==> src/include/control_defs.svh <==
// Field widths assume the 8-bit opcode/condition byte; flag bit positions must match the ALU flag bus
`ifndef CONTROL_DEFS_SVH
`define CONTROL_DEFS_SVH

// Instruction byte fields
`define OPCODE_WIDTH 5             // Byte bits 7 to 3
`define COND_WIDTH 3               // Byte bits 2 to 0

// ALU flag bus
`define FLAG_WIDTH 4

// Bit positions in the flag register
`define FLAGS_C 0                  // Carry
`define FLAGS_Z 1                  // Zero
`define FLAGS_N 2                  // Negative
`define FLAGS_V 3                  // Overflow

`endif

==> src/verilog/opcodePkg.sv <==
// Opcodes are encoded in list order from zero; codes above BRANCH are unused and decode to no-ops
`include "control_defs.svh"

package opcodePkg;

   // Upper five bits of the instruction byte
   typedef enum logic [`OPCODE_WIDTH-1:0] {
      ADD,
      ADDI,
      ADDIB,
      ADC,
      ADCI,
      SUB,
      SUBI,
      SUBIB,
      SUC,
      SUCI,
      CMP,
      CMPI,
      NEG,
      AND,
      OR,
      XOR,
      NOT,
      NAND,
      NOR,
      LSL,
      LSR,
      ASR,
      LUI,
      LLI,
      LDW,
      STW,
      BRANCH                       // Sub-decoded by the branch code
   } opcodeT;

   // Lower three bits, only meaningful with BRANCH
   typedef enum logic [`COND_WIDTH-1:0] {BR, BNE, BE, BLT, BGE, BWL, RET, JMP} branchT;

endpackage

==> src/verilog/controlPkg.sv <==
// Select encodings must match the datapath multiplexers; Idle is the step held only during reset
package controlPkg;

   typedef enum logic [3:0] {
      FnA,                         // Pass operand 1
      FnADD,
      FnADC,
      FnSUB,
      FnNEG,
      FnAND,
      FnOR,
      FnXOR,
      FnNOT,
      FnNAND,
      FnNOR,
      FnLSL,
      FnLSR,
      FnASR,
      FnLUI,
      FnLLI
   } aluFunctionT;

   // Datapath multiplexer selects
   typedef enum logic {Op1Rd1, Op1Pc} op1SelectT;
   typedef enum logic {Op2Imm, Op2Rd2} op2SelectT;
   typedef enum logic {ImmShort, ImmLong} immSelectT;
   typedef enum logic {Rs1Ra, Rs1Rd} rs1SelectT;
   typedef enum logic {WdAlu, WdSys} wdSelectT;
   typedef enum logic [1:0] {Pc1, PcAluOut, PcSysbus} pcSelectT;
   typedef enum logic {LrPc} lrSelectT;    // Link register loads only from the PC

   // Sequencer state
   typedef enum logic {Fetch, Execute} phaseT;
   typedef enum logic [2:0] {
      Cycle0,
      Cycle1,
      Cycle2,
      Cycle3,
      Cycle4,
      Idle = 3'd7                  // Reset hold, all strobes inactive
   } stepT;

endpackage

==> src/verilog/statusFlags.sv <==
// Flags are captured only when StatusWe is high at the clock edge; branch tests use stored flags
`timescale 1ns/1ps
`include "control_defs.svh"

module statusFlags (
   input  logic                    Clock,
   input  logic                    nReset,
   input  logic [`FLAG_WIDTH-1:0]  Flags,
   input  logic                    StatusWe,
   input  opcodePkg::branchT       BranchCode,
   output logic                    BranchTaken,
   output logic                    CFlag
);

   import opcodePkg::*;

   logic [`FLAG_WIDTH-1:0] StatusReg;

   always_ff @(posedge Clock or negedge nReset) begin
      if (!nReset) begin
         StatusReg <= '0;
      end else if (StatusWe) begin
         StatusReg <= Flags;
      end
   end

   assign CFlag = StatusReg[`FLAGS_C];   // Carry into ADC/SUC

   always_comb begin
      BranchTaken = 1'b1;               // BR, BWL, RET, JMP
      case (BranchCode)
         BE:      BranchTaken = StatusReg[`FLAGS_Z];
         BNE:     BranchTaken = !StatusReg[`FLAGS_Z];
         BLT:     BranchTaken = StatusReg[`FLAGS_N] ^ StatusReg[`FLAGS_V];
         BGE:     BranchTaken = !(StatusReg[`FLAGS_N] ^ StatusReg[`FLAGS_V]);
         default: ;
      endcase
   end

endmodule

==> src/verilog/cycleSequencer.sv <==
// Steps advance one per clock; reset holds Fetch/Idle so the first clock after release is Fetch Cycle0
`timescale 1ns/1ps

module cycleSequencer (
   input  logic               Clock,
   input  logic               nReset,
   input  opcodePkg::opcodeT  Opcode,
   input  logic               nWait,
   output controlPkg::phaseT  Phase,
   output controlPkg::stepT   Step
);

   import opcodePkg::*;
   import controlPkg::*;

   logic MemOp;

   assign MemOp = Opcode inside {LDW, STW};   // Only multi-cycle execute

   always_ff @(posedge Clock or negedge nReset) begin
      if (!nReset) begin
         Phase <= Fetch;
         Step  <= Idle;
      end else if (Phase == Fetch) begin
         case (Step)
            Cycle0: Step <= Cycle1;
            Cycle1: Step <= Cycle2;
            Cycle2: if (nWait) begin   // Memory read may stretch
               Step <= Cycle3;
            end
            Cycle3: begin
               Phase <= Execute;
               Step  <= Cycle0;
            end
            default: Step <= Cycle0;   // Leaving reset
         endcase
      end else begin
         case (Step)
            Cycle0: if (MemOp) begin
               Step <= Cycle1;
            end else begin
               Phase <= Fetch;         // Single cycle ops
            end
            Cycle1: Step <= Cycle2;
            Cycle2: Step <= Cycle3;
            Cycle3: if (nWait) begin   // Data access wait state
               Step <= Cycle4;
            end
            default: begin
               Phase <= Fetch;
               Step  <= Cycle0;
            end
         endcase
      end
   end

   assert property (@(posedge Clock) disable iff (!nReset) !(Phase == Fetch && Step == Cycle4))
      else $error("Fetch phase reached Cycle4");

   // A low nWait in a wait step freezes the whole state for the next cycle
   assert property (@(posedge Clock) disable iff (!nReset)
      (!nWait && ((Phase == Fetch && Step == Cycle2) || (Phase == Execute && Step == Cycle3)))
      |=> ($stable(Step) && $stable(Phase)))
      else $error("Step moved during nWait stall");

endmodule

==> src/verilog/datapathDecoder.sv <==
// Purely combinational; outputs are only valid once Phase, Step and the opcode fields have settled
`timescale 1ns/1ps

module datapathDecoder (
   input  controlPkg::phaseT         Phase,
   input  controlPkg::stepT          Step,
   input  opcodePkg::opcodeT         Opcode,
   input  opcodePkg::branchT         BranchCode,
   input  logic                      BranchTaken,
   output controlPkg::aluFunctionT   AluOp,
   output controlPkg::op1SelectT     Op1Sel,
   output controlPkg::op2SelectT     Op2Sel,
   output controlPkg::immSelectT     ImmSel,
   output controlPkg::rs1SelectT     Rs1Sel,
   output controlPkg::wdSelectT      WdSel,
   output controlPkg::pcSelectT      PcSel,
   output controlPkg::lrSelectT      LrSel,
   output logic                      AluEn,
   output logic                      AluWe,
   output logic                      RegWe,
   output logic                      PcWe,
   output logic                      PcEn,
   output logic                      IrWe,
   output logic                      LrEn,
   output logic                      LrWe,
   output logic                      StatusWe
);

   import opcodePkg::*;
   import controlPkg::*;

   function automatic aluFunctionT aluFunction(opcodeT Op);
      case (Op)
         ADD, ADDI, ADDIB:                return FnADD;
         ADC, ADCI, SUC, SUCI:            return FnADC;   // Carry-in variants
         SUB, SUBI, SUBIB, CMP, CMPI:     return FnSUB;
         NEG:                             return FnNEG;
         AND:                             return FnAND;
         OR:                              return FnOR;
         XOR:                             return FnXOR;
         NOT:                             return FnNOT;
         NAND:                            return FnNAND;
         NOR:                             return FnNOR;
         LSL:                             return FnLSL;
         LSR:                             return FnLSR;
         ASR:                             return FnASR;
         LUI:                             return FnLUI;
         LLI:                             return FnLLI;
         default:                         return FnA;
      endcase
   endfunction

   always_comb begin
      // Idle control word
      AluOp    = FnA;
      Op1Sel   = Op1Rd1;
      Op2Sel   = Op2Imm;
      ImmSel   = ImmLong;
      Rs1Sel   = Rs1Ra;
      WdSel    = WdAlu;
      PcSel    = Pc1;
      LrSel    = LrPc;
      AluEn    = 1'b0;
      AluWe    = 1'b0;
      RegWe    = 1'b0;
      PcWe     = 1'b0;
      PcEn     = 1'b0;
      IrWe     = 1'b0;
      LrEn     = 1'b0;
      LrWe     = 1'b0;
      StatusWe = 1'b0;
      if (Phase == Fetch) begin
         case (Step)
            Cycle0:  PcEn = 1'b1;      // PC drives the fetch address
            Cycle3:  IrWe = 1'b1;
            default: ;
         endcase
      end else begin
         case (Step)
            Cycle0: begin
               case (Opcode)
                  ADD, ADDI, ADDIB, ADC, ADCI, SUB, SUBI, SUBIB, SUC, SUCI, CMP, CMPI, NEG,
                  AND, OR, XOR, NOT, NAND, NOR, LSL, LSR, ASR, LUI, LLI: begin
                     AluOp    = aluFunction(Opcode);
                     RegWe    = !(Opcode inside {CMP, CMPI});   // Compare keeps flags only
                     AluEn    = Opcode inside {LUI, LLI};
                     PcEn     = 1'b1;
                     PcWe     = 1'b1;
                     StatusWe = 1'b1;
                     case (Opcode)
                        ADD, ADC, SUB, SUC, CMP, AND, OR, XOR, NAND, NOR: Op2Sel = Op2Rd2;
                        ADDI, ADCI, SUBI, SUCI, CMPI, LSL, LSR, ASR:      ImmSel = ImmShort;
                        ADDIB, SUBIB, LUI, LLI:                           Rs1Sel = Rs1Rd;
                        default: ;
                     endcase
                  end
                  LDW, STW: begin
                     AluOp  = FnADD;   // Effective address
                     ImmSel = ImmShort;
                     AluWe  = 1'b1;
                     AluEn  = 1'b1;
                  end
                  BRANCH: begin
                     PcWe = 1'b1;
                     case (BranchCode)
                        RET: begin
                           LrEn  = 1'b1;
                           PcSel = PcSysbus;
                        end
                        JMP: begin
                           AluOp  = FnADD;
                           ImmSel = ImmShort;
                           PcSel  = PcAluOut;
                        end
                        default: begin   // PC-relative group
                           AluOp  = FnADD;
                           Op1Sel = Op1Pc;
                           AluEn  = 1'b1;
                           if (BranchTaken) begin
                              PcSel = PcAluOut;
                              LrWe  = (BranchCode == BWL);
                           end
                        end
                     endcase
                  end
                  default: ;
               endcase
            end
            Cycle1: begin               // Address held for ALE
               AluOp  = FnADD;
               ImmSel = ImmShort;
               AluEn  = 1'b1;
            end
            Cycle2: begin
               Rs1Sel = Rs1Rd;          // Store data through the ALU
               AluWe  = 1'b1;
               AluEn  = 1'b1;
            end
            Cycle3: AluEn = (Opcode == STW);
            Cycle4: begin
               PcWe = 1'b1;
               if (Opcode == LDW) begin
                  RegWe = 1'b1;
                  WdSel = WdSys;
               end else begin
                  AluEn = 1'b1;
               end
            end
            default: ;
         endcase
      end
   end

   // Sampled at the falling edge, Phase is still the one of the writing step
   assert property (@(negedge RegWe) Phase == Execute)
      else $error("RegWe high in a fetch step");

endmodule

==> src/verilog/busStrobes.sv <==
// Strobes are active low except ALE and ENB; fetch and LDW/STW share one four-step bus pattern
`timescale 1ns/1ps

module busStrobes (
   input  controlPkg::phaseT  Phase,
   input  controlPkg::stepT   Step,
   input  opcodePkg::opcodeT  Opcode,
   output logic               nWE,
   output logic               nOE,
   output logic               nME,
   output logic               ENB,
   output logic               ALE,
   output logic               MemEn
);

   import opcodePkg::*;
   import controlPkg::*;

   logic BusActive;
   logic BusWrite;
   stepT BusStep;

   always_comb begin
      BusActive = 1'b0;
      BusWrite  = 1'b0;
      BusStep   = Cycle0;
      if (Phase == Fetch && Step != Idle) begin
         BusActive = 1'b1;
         BusStep   = Step;
      end else if (Phase == Execute && Opcode inside {LDW, STW} && Step != Cycle0) begin
         BusActive = 1'b1;           // Data access trails the address add by one step
         BusWrite  = (Opcode == STW);
         BusStep   = stepT'(Step - 3'd1);
      end
   end

   always_comb begin
      nWE   = 1'b1;
      nOE   = 1'b1;
      nME   = 1'b1;
      ENB   = 1'b0;
      ALE   = 1'b0;
      MemEn = 1'b0;
      if (BusActive) begin
         case (BusStep)
            Cycle0: ALE = 1'b1;
            Cycle1, Cycle2: begin
               nME   = 1'b0;
               nWE   = !BusWrite;
               nOE   = BusWrite;
               MemEn = !BusWrite;   // Pads turn inward for reads
               ENB   = !BusWrite && (BusStep == Cycle2);
            end
            Cycle3: MemEn = !BusWrite;
            default: ;
         endcase
      end
   end

   assert property (@(negedge ALE) nME)
      else $error("ALE overlapped a memory cycle");

endmodule

==> src/verilog/controlTop.sv <==
// Control unit top; OpcodeCondIn must hold the current instruction from the IR through execute
`timescale 1ns/1ps
`include "control_defs.svh"

module controlTop (
   input  logic                              Clock,
   input  logic                              nReset,
   input  logic [`OPCODE_WIDTH+`COND_WIDTH-1:0] OpcodeCondIn,
   input  logic [`FLAG_WIDTH-1:0]             Flags,
   input  logic                              nWait,
   output controlPkg::aluFunctionT           AluOp,
   output controlPkg::op1SelectT             Op1Sel,
   output controlPkg::op2SelectT             Op2Sel,
   output controlPkg::immSelectT             ImmSel,
   output controlPkg::rs1SelectT             Rs1Sel,
   output controlPkg::wdSelectT              WdSel,
   output controlPkg::pcSelectT              PcSel,
   output controlPkg::lrSelectT              LrSel,
   output logic                              AluEn,
   output logic                              AluWe,
   output logic                              RegWe,
   output logic                              PcWe,
   output logic                              PcEn,
   output logic                              IrWe,
   output logic                              LrEn,
   output logic                              LrWe,
   output logic                              MemEn,
   output logic                              nWE,
   output logic                              nOE,
   output logic                              nME,
   output logic                              ENB,
   output logic                              ALE,
   output logic                              CFlag
);

   import opcodePkg::*;
   import controlPkg::*;

   opcodeT Opcode;
   branchT BranchCode;
   phaseT  Phase;
   stepT   Step;
   logic   StatusWe;
   logic   BranchTaken;

   // The only place the instruction byte is split
   assign Opcode = opcodeT'(OpcodeCondIn[`OPCODE_WIDTH+`COND_WIDTH-1:`COND_WIDTH]);
   assign BranchCode = branchT'(OpcodeCondIn[`COND_WIDTH-1:0]);

   cycleSequencer sequencer (
      .Clock  (Clock),
      .nReset (nReset),
      .Opcode (Opcode),
      .nWait  (nWait),
      .Phase  (Phase),
      .Step   (Step)
   );

   datapathDecoder decoder (
      .Phase       (Phase),
      .Step        (Step),
      .Opcode      (Opcode),
      .BranchCode  (BranchCode),
      .BranchTaken (BranchTaken),
      .AluOp       (AluOp),
      .Op1Sel      (Op1Sel),
      .Op2Sel      (Op2Sel),
      .ImmSel      (ImmSel),
      .Rs1Sel      (Rs1Sel),
      .WdSel       (WdSel),
      .PcSel       (PcSel),
      .LrSel       (LrSel),
      .AluEn       (AluEn),
      .AluWe       (AluWe),
      .RegWe       (RegWe),
      .PcWe        (PcWe),
      .PcEn        (PcEn),
      .IrWe        (IrWe),
      .LrEn        (LrEn),
      .LrWe        (LrWe),
      .StatusWe    (StatusWe)
   );

   busStrobes strobes (
      .Phase  (Phase),
      .Step   (Step),
      .Opcode (Opcode),
      .nWE    (nWE),
      .nOE    (nOE),
      .nME    (nME),
      .ENB    (ENB),
      .ALE    (ALE),
      .MemEn  (MemEn)
   );

   statusFlags flags (
      .Clock       (Clock),
      .nReset      (nReset),
      .Flags       (Flags),
      .StatusWe    (StatusWe),
      .BranchCode  (BranchCode),
      .BranchTaken (BranchTaken),
      .CFlag       (CFlag)
   );

endmodule

==> config.mk <==
export PLATFORM = sky130hd
export DESIGN_NAME = controlTop
export DESIGN_NICKNAME = d
export VERILOG_FILES = /design/src/verilog/opcodePkg.sv /design/src/verilog/controlPkg.sv /design/src/verilog/statusFlags.sv /design/src/verilog/cycleSequencer.sv /design/src/verilog/datapathDecoder.sv /design/src/verilog/busStrobes.sv /design/src/verilog/controlTop.sv
export VERILOG_INCLUDE_DIRS = /design/src /design/src/include
export SDC_FILE = /design/constraint.sdc
export NUM_CORES = 1
export LEC_CHECK = 0
export BUFFER_PORTS_ARGS = -buffer_cell sky130_fd_sc_hd__buf_4
export CORE_MARGIN = 2
export CORE_UTILIZATION = 51
export DETAILED_ROUTE_END_ITERATION = 7
export GPL_TIMING_DRIVEN = 0
export PLACE_DENSITY = 0.8
export SYNTH_ARGS = -nofsm -noshare
export SYNTH_HDL_FRONTEND = slang
export SYNTH_HIERARCHICAL = 1
export SYNTH_SLANG_ARGS = --single-unit
==> constraint.sdc <==
create_clock -name Clock -period 2.9 [get_ports Clock]
set_input_delay 0.145 -clock Clock [delete_from_list [all_inputs] [get_ports Clock]]
set_output_delay 0.145 -clock Clock [all_outputs]
set_load 0.02 [all_outputs]
==> reports/results.txt <==
final hold vios: 0
Synth Flop Type: dfrtp_1
Sw Ratio: 0.506
fin crit period: 2.59 ns
xor and xnor area share after synthesis: 0.0473
Synth-to-Final Area Change: 28.9%
Root Driver: clkbuf_4
period utilization: 0.894
clock network power share: 0.066
Setup Skew: 0.0123 ns
Max Clk Rate: 386 MHz
Worst setup EP type: output port
adder-cell share of the synthesized area: 0.0290
Yosys cell types: 59
Finished Cell Area: 1670 sq um
CP max FO: 22
Resized cells post-CTS: 0
WP depth: 7
setup tns final: 0 ns
r2r worst-path depth: 4
worst vdd ir: 0.000842 V
hold_buf cts: 1
Overall Global Routing Usage: 0.253
Clk Latency, worst-skew pair: 0.26 ns
CP required: 2.76 ns
share of cells above drive strength 1: 0.312
Crit path max-delay family: flip-flops
antenna-violating nets left: 0
final total power: 1.37 mW
# DRC: 0
syn nets: 188
port bufs: 40
number of fill cells: 213
Worst Hold Path Cells: 2
Yosys warning count: 6
GRT overflow: 0
mux cell area share after synthesis: 0.0512
combinational share of power: 0.707
vias: 1479
CP Buf/Inv Count: 2
actual slew at the worst max-slew pin: 0.662 ns
row count: 18
CP arrival: 2.45 ns
slowest CP cell: dfstp_2
Avg Inst Size Synth: 7.62 sq um
Max-Cap Viols: 0
CP max stage delay: 0.76 ns
fin nets: 234
CTS Buf Count: 3
Die Height: 54.4 um
via/cell ratio: 6.04
Synth Area in Compound Gates: 0.282
DRT iter0 DRCs: 41
RSZ-0062 raised after global routing: no
worst relative slew slack: 0.559
WL final: 3.56 mm
most common cell after layout, fill and taps aside: buf_4
1st-pass router iterations: 4
P_sw: 0.695 mW
Starting Density: 0.533
Max Transition Viols Final: 0
global-route wire length before repair: 5.57 mm
Seq cells post-synth: 8
WL per Instance: 14.5 um
number of setup buffers added after CTS: 0
sequential share of power: 0.227
top-level port count: 42
Hold Crit Class: input pin to register
critical path class: register to output port
sequential share of the synthesized area: 0.157
antenna violations before repair: 0
CTS sink cnt: 8
reg2reg setup slack: 0.57 ns
CTS tree: yes
pin count of the biggest net entering global routing: 23
Async SR Flop Fraction: 1.00
vias in the first global route: 1221
area of the core: 2430 sq um
routability cong.: 0.880
clk buf depth: 2
Multi-input gate area: 996 sq um
Die Span X: 54.4 um
Cells after Synth: 170
DP HPWL: 2.68 mm
Power Density: 821 nW/um^2
largest family of logic cells by synthesized area: simple AND/OR/NAND/NOR gates
Post-Synthesis Cell Area: 1300 sq um
outcome: complete, no violations
CP cell instances: inv_1 > ha_1 > nor3_1 > o211ai_1 > o22a_2 > or2_1 > buf_4
CP Launch Type: register
leak pwr: 0.723 nW
Post-Synth Simple-Gate Area: 0.356
register area: 204 sq um
H-tree lvl count: 1
placed inst area: 1630 sq um
Int Pwr: 0.677 mW
Die ar.: 2960 sq um
most frequent cells in the layout: buf_4, nor2_1, a21oi_1, nor3_1
# setup viols final: 0
fin util: 0.687
clk slew on worst S/H paths: 0.06 ns
Inserted Diodes: 0
EDFF count, synth: 0
sequential cells by signal, indices dropped and copies added (netlist names):
register / flops
sequencer/Step: 3
sequencer/Phase: 1
flags/StatusReg: 4
power by group through the flow:
stage	logic [mW]	registers [mW]	clock network [mW]
after floorplan	0.660	0.285	0
after global placement	0.928	0.302	0
after detailed placement	0.956	0.310	0
after CTS	0.963	0.308	0.0934
after global routing	1.05	0.335	0.100
final	0.970	0.311	0.0903
cells by family (layout without fill, tap and decap cells):
| group | Yosys count | in the layout |
|---|---|---|
| AO/OA/AOI/OAI | 52 | 52 |
| XOR/XNOR | 7 | 7 |
| adder cells (fa/ha/maj) | 3 | 3 |
| buffers and inverters | 19 | 64 |
| flip-flops | 8 | 8 |
| multiplexers | 6 | 6 |
| other | 1 | 1 |
| AND/OR/NAND/NOR | 74 | 74 |
cell usage after synthesis, types with 3 or more instances:
library cell | n | share of area
mux2_1 | 4 | 0.035
o22ai_1 | 3 | 0.014
dfstp_2 | 3 | 0.061
xor2_1 | 5 | 0.034
clkbuf_1 | 3 | 0.0087
nand4_1 | 3 | 0.014
nand3_1 | 4 | 0.015
nor3b_1 | 3 | 0.017
nor2b_1 | 3 | 0.014
inv_1 | 8 | 0.023
a31oi_1 | 5 | 0.024
nand2b_1 | 3 | 0.014
and4_1 | 3 | 0.020
nand2_1 | 9 | 0.026
nor3_1 | 11 | 0.042
and3_1 | 3 | 0.014
nor2_1 | 12 | 0.035
dfrtp_1 | 5 | 0.097
buf_2 | 5 | 0.019
o211ai_1 | 5 | 0.029
a21oi_1 | 12 | 0.046
ha_1 | 3 | 0.029
o21ai_0 | 9 | 0.035
worst register-to-register path: cells and delay by family (launching register included):
kind | cells | cell delay (ns)
AOI/OAI and AO/OA | 1 | 0.42
and+or+nand+nor | 2 | 0.62
muxes | 1 | 0.39
DFF | 1 | 0.77
worst paths after layout:
path,start,endpoint
max,sequencer/Step[0],nOE
min,Flags[0],flags/StatusReg[0]
max reg2reg,sequencer/Phase,flags/StatusReg[2]
min reg2reg,flags/StatusReg[0],flags/StatusReg[0]
max in group asynchronous,nReset,sequencer/Step[2]
min in group asynchronous,nReset,flags/StatusReg[0]
final cells by class:
class,count,area share
multi-input cells,143,0.596
repair buffers,41,0.186
flip-flops and latches,8,0.122
plain buffers,11,0.0397
well taps,30,0.0225
inverters,8,0.0180
clock buffers,4,0.0157
through the flow:
| step | hold slack [ns] | worst slack [ns] | cells |
|---|---|---|---|
| finish | 0.108 | 0.309 | 245 |
| global route | 0.101 | 0.0917 | 245 |
| CTS | 0.104 | 0.323 | 245 |
| detailed placement | -0.0357 | 0.610 | 240 |
| global placement | -0.0377 | 0.676 | 240 |
| floorplan | -0.151 | 0.785 | 170 |
metal layers:
| metal | wire (um) | track usage | vias to the layer above |
|---|---|---|---|
| met2 | 1850 | 0.438 | 50 |
| met4 | 31 | 0.0625 | 0 |
| met3 | 168 | 0.0328 | 6 |
| met5 | 0 | 0 | - |
| li1 | - | - | 738 |
| met1 | 1510 | 0.332 | 685 |
(Power assumes the default switching activity.)
